$ cat src/corr_defines.svh
`ifndef CORR_DEFINES_SVH
`define CORR_DEFINES_SVH

// samples per correlation block, power of two
`define CORR_LEN 16
// signed I and Q sample width
`define IN_W 4
// sum width grows by one bit per adder level
`define OUT_W (`IN_W + $clog2(`CORR_LEN))
// saturating overrun counter width
`define CNT_W 8

`endif

$ cat src/corr_pkg.sv
`include "corr_defines.svh"

package corr_pkg;

  // one incoming chip period
  typedef struct packed {
    logic signed [`IN_W-1:0] i;
    logic signed [`IN_W-1:0] q;
    // spreading code chip, 1 means invert
    logic                    chip;
    // first sample of a block
    logic                    sof;
  } iq_sample_t;

  // strobes from the control block to the core
  typedef struct packed {
    logic we;
    logic data_latch;
    logic we_adder;
  } corr_ctrl_t;

  // one despread block
  typedef struct packed {
    logic signed [`OUT_W-1:0] i;
    logic signed [`OUT_W-1:0] q;
  } corr_result_t;

  // block synchronization
  typedef enum logic {
    SYNC_WAIT,
    COLLECT
  } ctl_state_t;

  // four-phase sender
  typedef enum logic [1:0] {
    PORT_IDLE,
    PORT_REQ,
    PORT_RELEASE
  } port_state_t;

endpackage

$ cat src/piped_adder.sv
`timescale 1ns/1ps

module piped_adder #(
  parameter int N_ARGS = 16,
  parameter int ARG_W  = 4
) (
  input  logic                                   clk,
  input  logic                                   arst_n,
  input  logic                                   we,
  input  logic [N_ARGS-1:0][ARG_W-1:0]           args_in,
  output logic signed [ARG_W+$clog2(N_ARGS)-1:0] sum_out,
  output logic                                   valid
);

  localparam int LVLS = $clog2(N_ARGS);

  // level 0 registers the operands, every later level halves the count
  for (genvar l = 0; l <= LVLS; l++) begin : g_lvl
    localparam int W = ARG_W + l;
    localparam int N = N_ARGS >> l;

    logic signed [W-1:0] node [N];
    logic                vld;

    if (l == 0) begin : g_load
      always_ff @(posedge clk) begin
        if (we) begin
          for (int i = 0; i < N; i++) begin
            node[i] <= $signed(args_in[i]);
          end
        end
      end

      always_ff @(posedge clk or negedge arst_n) begin
        if (!arst_n) begin
          vld <= 1'b0;
        end else begin
          vld <= we;
        end
      end
    end else begin : g_add
      // one extra bit per level, so a pair never overflows
      always_ff @(posedge clk) begin
        if (g_lvl[l-1].vld) begin
          for (int i = 0; i < N; i++) begin
            node[i] <= g_lvl[l-1].node[2*i] + g_lvl[l-1].node[2*i+1];
          end
        end
      end

      // valid follows its operands level by level
      always_ff @(posedge clk or negedge arst_n) begin
        if (!arst_n) begin
          vld <= 1'b0;
        end else begin
          vld <= g_lvl[l-1].vld;
        end
      end
    end
  end

  assign sum_out = g_lvl[LVLS].node[0];
  assign valid   = g_lvl[LVLS].vld;

endmodule

$ cat src/corr_core.sv
`timescale 1ns/1ps
`include "corr_defines.svh"

module corr_core
  import corr_pkg::*;
(
  input  logic         clk,
  input  logic         arst_n,
  input  iq_sample_t   sample,
  input  corr_ctrl_t   ctrl,
  output corr_result_t sum,
  output logic         sum_valid
);

  // input shift registers, oldest sample at index 0
  logic [`CORR_LEN-1:0][`IN_W-1:0] sh_i;
  logic [`CORR_LEN-1:0][`IN_W-1:0] sh_q;
  logic [`CORR_LEN-1:0]            sh_chip;

  // window as it looks once the incoming sample is in
  logic [`CORR_LEN-1:0][`IN_W-1:0] win_i;
  logic [`CORR_LEN-1:0][`IN_W-1:0] win_q;
  logic [`CORR_LEN-1:0]            win_chip;

  // working copy held while the trees run
  logic [`CORR_LEN-1:0][`IN_W-1:0] wrk_i;
  logic [`CORR_LEN-1:0][`IN_W-1:0] wrk_q;
  logic [`CORR_LEN-1:0]            wrk_chip;

  // sign multiplier outputs
  logic [`CORR_LEN-1:0][`IN_W-1:0] mul_i;
  logic [`CORR_LEN-1:0][`IN_W-1:0] mul_q;

  logic signed [`OUT_W-1:0] sum_i;
  logic signed [`OUT_W-1:0] sum_q;

  assign win_i    = {sample.i, sh_i[`CORR_LEN-1:1]};
  assign win_q    = {sample.q, sh_q[`CORR_LEN-1:1]};
  assign win_chip = {sample.chip, sh_chip[`CORR_LEN-1:1]};

  always_ff @(posedge clk) begin
    if (ctrl.we) begin
      sh_i    <= win_i;
      sh_q    <= win_q;
      sh_chip <= win_chip;
    end
  end

  // last sample of the block goes straight into the working window
  always_ff @(posedge clk) begin
    if (ctrl.data_latch) begin
      wrk_i    <= win_i;
      wrk_q    <= win_q;
      wrk_chip <= win_chip;
    end
  end

  // chip 1 negates the sample
  // negating the most negative value wraps back to itself, as IN_W bits
  for (genvar k = 0; k < `CORR_LEN; k++) begin : g_mul
    assign mul_i[k] = wrk_chip[k] ? -$signed(wrk_i[k]) : $signed(wrk_i[k]);
    assign mul_q[k] = wrk_chip[k] ? -$signed(wrk_q[k]) : $signed(wrk_q[k]);
  end

  piped_adder #(
    .N_ARGS (`CORR_LEN),
    .ARG_W  (`IN_W)
  ) u_sum_i (
    .clk     (clk),
    .arst_n  (arst_n),
    .we      (ctrl.we_adder),
    .args_in (mul_i),
    .sum_out (sum_i),
    .valid   (sum_valid)
  );

  // same timing as the I tree, so its valid is not needed
  piped_adder #(
    .N_ARGS (`CORR_LEN),
    .ARG_W  (`IN_W)
  ) u_sum_q (
    .clk     (clk),
    .arst_n  (arst_n),
    .we      (ctrl.we_adder),
    .args_in (mul_q),
    .sum_out (sum_q),
    .valid   ()
  );

  assign sum.i = sum_i;
  assign sum.q = sum_q;

endmodule

$ cat src/corr_ctrl.sv
`timescale 1ns/1ps
`include "corr_defines.svh"

module corr_ctrl
  import corr_pkg::*;
(
  input  logic       clk,
  input  logic       arst_n,
  input  logic       sample_valid,
  input  logic       sof,
  output corr_ctrl_t ctrl
);

  // counter wraps to zero exactly at CORR_LEN
  localparam int CW = $clog2(`CORR_LEN);

  ctl_state_t    state;
  logic [CW-1:0] chip_cnt;
  logic          last_chip;
  logic          we_adder_q;

  // block completes on its CORR_LEN-th accepted sample
  assign last_chip = sample_valid && !sof && (state == COLLECT) &&
                     (chip_cnt == CW'(`CORR_LEN - 1));

  always_ff @(posedge clk or negedge arst_n) begin
    if (!arst_n) begin
      state    <= SYNC_WAIT;
      chip_cnt <= '0;
    end else begin
      case (state)
        SYNC_WAIT: begin
          // nothing counts before the first sof
          if (sample_valid && sof) begin
            state    <= COLLECT;
            chip_cnt <= CW'(1);
          end
        end
        COLLECT: begin
          if (sample_valid) begin
            if (sof) begin
              // resync, partial block is discarded
              chip_cnt <= CW'(1);
            end else if (last_chip) begin
              chip_cnt <= '0;
            end else begin
              chip_cnt <= chip_cnt + 1'b1;
            end
          end
        end
        default: begin
          state    <= SYNC_WAIT;
          chip_cnt <= '0;
        end
      endcase
    end
  end

  // adder starts one cycle after the window is latched
  always_ff @(posedge clk or negedge arst_n) begin
    if (!arst_n) begin
      we_adder_q <= 1'b0;
    end else begin
      we_adder_q <= last_chip;
    end
  end

  assign ctrl.we         = sample_valid;
  assign ctrl.data_latch = last_chip;
  assign ctrl.we_adder   = we_adder_q;

endmodule

$ cat src/result_port.sv
`timescale 1ns/1ps
`include "corr_defines.svh"

module result_port
  import corr_pkg::*;
(
  input  logic              clk,
  input  logic              arst_n,
  input  corr_result_t      sum,
  input  logic              sum_valid,
  input  logic              ack,
  output corr_result_t      result,
  output logic              req,
  output logic [`CNT_W-1:0] overrun_count
);

  port_state_t state;
  logic        capture;
  logic        drop;

  assign capture = sum_valid && (state == PORT_IDLE);
  assign drop    = sum_valid && (state != PORT_IDLE);

  // held for the whole handshake
  always_ff @(posedge clk) begin
    if (capture) begin
      result <= sum;
    end
  end

  // req up, ack up, req down, ack down
  always_ff @(posedge clk or negedge arst_n) begin
    if (!arst_n) begin
      state <= PORT_IDLE;
      req   <= 1'b0;
    end else begin
      case (state)
        PORT_IDLE: begin
          if (sum_valid) begin
            state <= PORT_REQ;
            req   <= 1'b1;
          end
        end
        PORT_REQ: begin
          if (ack) begin
            state <= PORT_RELEASE;
            req   <= 1'b0;
          end
        end
        PORT_RELEASE: begin
          // wait for the consumer to let go
          if (!ack) begin
            state <= PORT_IDLE;
          end
        end
        default: begin
          state <= PORT_IDLE;
          req   <= 1'b0;
        end
      endcase
    end
  end

  // results that find the port busy, saturating
  always_ff @(posedge clk or negedge arst_n) begin
    if (!arst_n) begin
      overrun_count <= '0;
    end else if (drop && (overrun_count != '1)) begin
      overrun_count <= overrun_count + 1'b1;
    end
  end

endmodule

$ cat src/despreader_top.sv
`timescale 1ns/1ps
`include "corr_defines.svh"

module despreader_top
  import corr_pkg::*;
(
  input  logic              clk,
  input  logic              arst_n,
  input  iq_sample_t        sample,
  input  logic              sample_valid,
  input  logic              ack,
  output corr_result_t      result,
  output logic              req,
  output logic [`CNT_W-1:0] overrun_count
);

  corr_ctrl_t   ctrl;
  corr_result_t sum;
  logic         sum_valid;

  // block sync and strobe generation
  corr_ctrl u_ctrl (
    .clk          (clk),
    .arst_n       (arst_n),
    .sample_valid (sample_valid),
    .sof          (sample.sof),
    .ctrl         (ctrl)
  );

  // window, sign multiply and adder trees
  corr_core u_core (
    .clk       (clk),
    .arst_n    (arst_n),
    .sample    (sample),
    .ctrl      (ctrl),
    .sum       (sum),
    .sum_valid (sum_valid)
  );

  // four-phase output towards the consumer
  result_port u_port (
    .clk           (clk),
    .arst_n        (arst_n),
    .sum           (sum),
    .sum_valid     (sum_valid),
    .ack           (ack),
    .result        (result),
    .req           (req),
    .overrun_count (overrun_count)
  );

endmodule

$ cat config.mk
export PLATFORM = sky130hd
export DESIGN_NAME = despreader_top
export DESIGN_NICKNAME = d
export VERILOG_FILES = /design/src/corr_pkg.sv /design/src/piped_adder.sv /design/src/corr_core.sv /design/src/corr_ctrl.sv /design/src/result_port.sv /design/src/despreader_top.sv
export VERILOG_INCLUDE_DIRS = /design/src /design/src/src
export SDC_FILE = /design/constraint.sdc
export NUM_CORES = 1
export LEC_CHECK = 0
export BUFFER_PORTS_ARGS = -buffer_cell sky130_fd_sc_hd__buf_2
export CELL_PAD_IN_SITES_DETAIL_PLACEMENT = 1
export CELL_PAD_IN_SITES_GLOBAL_PLACEMENT = 1
export CORE_MARGIN = 1
export CORE_UTILIZATION = 49
export CTS_CLUSTER_DIAMETER = 40
export CTS_CLUSTER_SIZE = 12
export DETAILED_ROUTE_END_ITERATION = 8
export GPL_ROUTABILITY_DRIVEN = 0
export PLACE_DENSITY_LB_ADDON = 0.1
export REMOVE_ABC_BUFFERS = 1
export SYNTH_ARGS = -nofsm -noshare
export SYNTH_HDL_FRONTEND = slang
export SYNTH_SLANG_ARGS = --single-unit
$ cat constraint.sdc
create_clock -name clk -period 11.55 [get_ports clk]
set_input_delay 1.7325 -clock clk [delete_from_list [all_inputs] [get_ports clk]]
set_output_delay 1.7325 -clock clk [all_outputs]
set_load 0.02 [all_outputs]
; ---- After elaboration in Yosys (flattened, before gate mapping)
; Memories as Yosys holds them, arrays and structs flattened. A register that Yosys moved wholly into a read port is not among the register bits.
; Index checks and enable logic that the tools add are counted.
[classes]
n_addsub = 64
eq_ne = 9
n_bitwise = 2
n_reduce_logical = 13
n_mux = 56
[op_table]
columns = operator, count
row1 = 2-to-1 mux 4 bit, 36
row2 = negator 4 bit, 32
row3 = adder 4 x 4 -> 5 bit, 16
row4 = adder 5 x 5 -> 6 bit, 8
row5 = adder 6 x 6 -> 7 bit, 4
row6 = adder 7 x 7 -> 8 bit, 2
row7 = 2-to-1 mux 1 bit, 14
row8 = "adder 8 x 1 -> 8 bit, second input constant", 1
row9 = "!= test 2 bit, second input constant", 4
row10 = "!= test 8 bit, second input constant", 1
row11 = case mux 4 bit (2 select lines), 1
row12 = logical AND 1 bit, 7
row13 = 2-to-1 mux 2 bit, 3
row14 = case mux 2 bit (3 select lines), 1
row15 = AND reduction 3 bit, 2
row16 = "adder 4 x 1 -> 4 bit, second input constant", 1
row17 = "== test 4 bit, second input constant", 1
row18 = case mux 1 bit (3 select lines), 1
row19 = "== test 2 x 1 -> 1 bit, second input constant", 1
row20 = "== test 2 bit, second input constant", 1
row21 = zero test 2 bit, 1
row22 = "!= test 2 x 1 -> 1 bit, second input constant", 1
row23 = NOT 1 bit, 2
row24 = AND reduction 2 bit, 1
row25 = other kinds (2), 2
[totals]
out_inout_bits = 25
ram_bits = 300
ff_bits = 302
mem_count = 10
[mem_list]
columns = name, words, word_bits, read_ports, rd_ports_with_merged_regs, write_ports, line
row1 = u_core.u_sum_i.g_lvl[0].node, 16, 4, 16, 0, 16, piped_adder.sv:22  ; logic signed [W-1:0] node [N];
row2 = u_core.u_sum_q.g_lvl[0].node, 16, 4, 16, 0, 16, piped_adder.sv:22
row3 = u_core.u_sum_i.g_lvl[1].node, 8, 5, 8, 0, 8, piped_adder.sv:22
row4 = u_core.u_sum_q.g_lvl[1].node, 8, 5, 8, 0, 8, piped_adder.sv:22
row5 = u_core.u_sum_i.g_lvl[2].node, 4, 6, 4, 0, 4, piped_adder.sv:22
row6 = u_core.u_sum_q.g_lvl[2].node, 4, 6, 4, 0, 4, piped_adder.sv:22
row7 = +4 memories, --, --, --, --, --, --

; ---- Logic depth before layout (Yosys ltp)
[depth]
ltp_word = 8
mapped_depth = 7

; ---- By module
; From an unflattened synthesis, not the netlist that was laid out.
[hier_totals]
cells_unflattened = 1599
hier_area_um2 = 25933.6
[by_module_without_submodules]
columns = module, instances, area_each_um2, cells_per_inst
row1 = piped_adder, 2, 7140.6, 465
row2 = corr_core, 1, 10299.9, 567
row3 = result_port, 1, 1037.2, 70
row4 = corr_ctrl, 1, 315.3, 32

; ---- Worst setup path before layout
; OpenSTA, ideal clock, no wires.
[synth_path]
kind = input to register
startpoint = input sample[0] in the netlist's numbering
endpoint = register u_ctrl.we_adder_q
required_ns = 10.422
path_stages = 1
arrival_time_ns = 11.699
n_path_buf = 0
setup_slack_ns = -1.276
setup_ns = 1.128
cell_sequence = nor3_1
[synth_between]
elab_chain_cells = 4
[synth_rtl]
columns = item, line
row1 = start: declaration, despreader_top.sv:9  ; input iq_sample_t sample,
row2 = zero test 1 bit, corr_ctrl.sv:23  ; assign last_chip = sample_valid && !sof && (state == COLLECT) &&
row3 = logical AND 1 bit (3 in a row), corr_ctrl.sv:23
row4 = end signal: assignment, corr_ctrl.sv:64  ; we_adder_q <= last_chip;
row5 = end: declaration, corr_ctrl.sv:20  ; logic we_adder_q;
; No other way between the ends.
; A chain may end at the register's enable or synchronous reset.

; ---- Worst setup path in the final report
[layout_path]
startpoint = input sample_valid
endpoint = register u_core.wrk_q[63] in the netlist's numbering (enable)
[layout_between]
elab_chain_cells = 3
[layout_rtl]
columns = item, line
row1 = start: declaration, despreader_top.sv:10  ; input logic sample_valid,
row2 = logical AND 1 bit (3 in a row), corr_ctrl.sv:23
row3 = net u_ctrl.last_chip, corr_ctrl.sv:19  ; logic last_chip;
row4 = end signal: assignment, corr_core.sv:53  ; wrk_q <= win_q;
row5 = end: declaration, corr_core.sv:27  ; logic [`CORR_LEN-1:0][`IN_W-1:0] wrk_q;
; The timed path passes the listed nets, and every way through them passes these cells.

==> metrics.md <==
| Metric | Value |
|---|---|
| WP data required | `11.79 ns` |
| First-pass GRT wire length | `70060 um` |
| Final worst-path setup slack | `8.517 ns` |
| Post-route clock period utilization | `0.2626` |
| Vias per cell | `5.053` |
| Setup Buffers After CTS | `0` |
| Die H | `230.5 um` |
| M1 WL | `19450 um` |
| I/O Buffers | `38` |
| Post-synth EDFFs | `595` |
| Final setup fails | `0` |
| Share of async-settable or async-resettable flops after synthesis | `0.03566` |
| Critical Path AT | `3.27 ns` |
| Initial antenna violation count | `2` |
| Hold depth | `0` |
| Die width | `230.5 um` |
| Avg Cell Area, Syn | `16.55 sq um` |
| DR WL/cell | `17.94 um` |
| Placed wire-length estimate | `29320 um` |
| R2R setup slack | `9.33 ns` |
| Cell row count | `83` |
| Nets | `1898` |
| Skew final | `0.01812 ns` |
| Core box area | `51410 sq um` |
| Num CTS Buffers | `89` |
| Reg2Reg Depth | `1` |
| Final Critical Period | `3.033 ns` |
| Worst slack, placed | `7.851 ns` |
| Top FF cell, synth | `edfxtp_1` |
| Worst-path cell chain | `buf_6, nand2_1, nor3_2, buf_12` |
| Yosys warns | `0` |
| Slew at the pin closest to its max-slew limit | `1.146 ns` |
| Crit path launch type | `input port` |
| Synth area leaders | `edfxtp_1, ha_1, xnor2_1, inv_1, fa_1` |
| Post-synthesis sequential area ratio | `0.7199` |
| Max Used Layer | `met4` |
| Layout Cells excl Fill | `2424` |
| Yosys reg bits | `617` |
| CTS H-tree lvls | `3` |
| Post-synth top cells | `edfxtp_1, ha_1, inv_1` |
| Cells after DPL | `2267` |
| Vias in the first global route | `13510` |
| Worst path bufs/invs | `2` |
| GR Util All Layers | `0.1710` |
| RSZ-0062 raised after global routing | `false` |
| TritonCTS clock tree | `yes` |
| Distinct cells, synth | `41` |
| Yosys top cell by area | `edfxtp_1` |
| Hold crit path type | `register to register` |
| CP max stage delay | `0.55 ns` |
| Setup TNS | `0 ns` |
| Fin util | `0.5790` |
| Pwr per Cell Area | `177.3 nW/um^2` |
| Clock-pin slew on the worst setup and hold paths | `0.06 ns` |
| Critical path capture point type | `register` |
| Area Growth Syn to Fin | `16.34%` |
| Cell area after synthesis | `25580 sq um` |
| Critical path depth | `4` |
| Status | `complete, no violations` |
| DRC viols | `0` |
| Max_slew headroom | `0.2326` |
| Worst VDD drop | `0.1412 mV` |
| Layout cell share with drive strength beyond 1 | `0.1239` |
| Post-DRT Antenna Nets | `0` |
| Drt first pass iters | `4` |
| Slowest-stage cell, CP | `buf_12` |
| Max-cap violations | `0` |
| Die area | `53130 sq um` |
| # diodes | `0` |
| Final Max Tran Viols | `0` |
| Met3 wire length | `1809 um` |
| Post-Route WL | `43480 um` |
| CTS Sinks | `617` |
| Final Hold Viols | `0` |
| Skew-Pair Late Insertion Delay | `0.61 ns` |
| Post-CTS Hold Buffers | `0` |
| Post-cts repair resize count | `0` |
| Initial Util | `0.4977` |
| Crit path max-delay family | `buffers and inverters` |
| Most common cell in the netlist | `edfxtp_1` |
| Synth Instances | `1546` |
| Critical Path Fanout Max | `145` |
| Met2 WL | `21170 um` |
| Via count | `12250` |
| Fmax | `329.7 MHz` |
| DRT iter0 DRCs | `505` |
| Crit path kind | `input port to register` |
| Area share of the largest cell type after synthesis | `0.6984` |
| Total grt overflow | `0` |
| I/O pins | `39` |
| LEAKAGE | `11.16 nW` |
| CTS root buffer | `clkbuf_16` |
| Pin count of the biggest net entering global routing | `146` |
| Bufs on Longest Clock Path | `3` |
[path summary, 6_finish.rpt]
path                                              from                                           end
min reg2reg                u_core.sh_chip[1]$_DFFE_PP_                  u_core.wrk_chip[0]$_DFFE_PP_
max                                       sample_valid                    u_core.wrk_q[63]$_DFFE_PP_
min                        u_core.sh_chip[1]$_DFFE_PP_                  u_core.wrk_chip[0]$_DFFE_PP_
min in group asynchronous                       arst_n                   u_ctrl.we_adder_q$_DFF_PN0_
max reg2reg                u_ctrl.we_adder_q$_DFF_PN0_  u_core.u_sum_q.g_lvl[0].node[1][9]$_DFFE_PP_
max in group asynchronous                       arst_n         u_core.u_sum_i.g_lvl[0].vld$_DFF_PN0_
[per-stage QoR]
step                cell area [sq um]  power [mW]  hold slack (ns)
floorplan                       25570       2.539           0.4003
global route                    29760       5.428           0.4035
finish                          29760       5.277           0.4004
CTS                             29760       5.345           0.3987
detailed placement              26690       2.569           0.4063
global placement                26690       2.566           0.4028
[cell usage in the layout (no fill, tap or decap), drive strengths merged, types with 7 or more instances in the layout]
| cell type | instances |
|---|---|
| nor2 | 24 |
| bufinv | 13 |
| fa | 30 |
| nor3 | 18 |
| ha | 176 |
| clkinv | 21 |
| buf | 43 |
| a21oi | 58 |
| xnor2 | 127 |
| edfxtp | 595 |
| o211ai | 10 |
| clkbuf | 93 |
| dfrtp | 22 |
| xor2 | 16 |
| a21o | 39 |
| nand2b | 32 |
| nand2 | 54 |
| a211oi | 7 |
| clkinvlp | 10 |
| o31ai | 33 |
| mux2 | 16 |
| nor2b | 25 |
| inv | 183 |
| o21ai | 53 |
[per-layer routing]
layer,vias up,track usage
met3,73,0.03298
met1,6031,0.2213
met4,0,0.06767
met2,165,0.2847
li1,5979,-
met5,-,0
[report_power, final]
| group | internal (mW) | total, mW | switching (mW) |
|---|---|---|---|
| registers | 2.47 | 2.50 | 0.0222 |
| logic | 0.00789 | 0.0265 | 0.0186 |
| clock network | 1.74 | 2.75 | 1.01 |
[logic make-up after synthesis]
logic type	count (synthesis)	synth area share
muxes	17	0.007434
and+or+nand+nor	176	0.03546
xor gates and xnor gates	143	0.04896
adders and majority gates	206	0.1096
AOI/OAI and AO/OA	222	0.05434
buffers and inverters	165	0.02431
DFF	617	0.7199
[layout make-up]
class	instances	area [sq um]
Clock inverter	64	810.8
Multi-Input combinational cell	764	6553
Tap cell	680	850.8
Fill cell	4629	21640
Clock buffer	93	2263
Timing Repair Buffer	43	246.5
Sequential cell	617	18430
Inverter	163	611.8
[registers in the layout, indices dropped and copies added (netlist names)]
name                       flops
u_core.u_sum_i.g_lvl.node    150
u_core.u_sum_q.g_lvl.node    150
u_core.wrk_i                  64
u_core.wrk_q                  64
u_core.sh_i                   60
u_core.sh_q                   60
u_core.wrk_chip               16
u_port.result                 16
u_core.sh_chip                15
u_port.overrun_count           8
u_core.u_sum_i.g_lvl.vld       4
u_ctrl.chip_cnt                4
u_port.state                   2
u_core.u_sum_i.valid           1
u_ctrl.state                   1
u_ctrl.we_adder_q              1
u_port.req                     1
No activity file was read; power rests on OpenSTA's default activity.
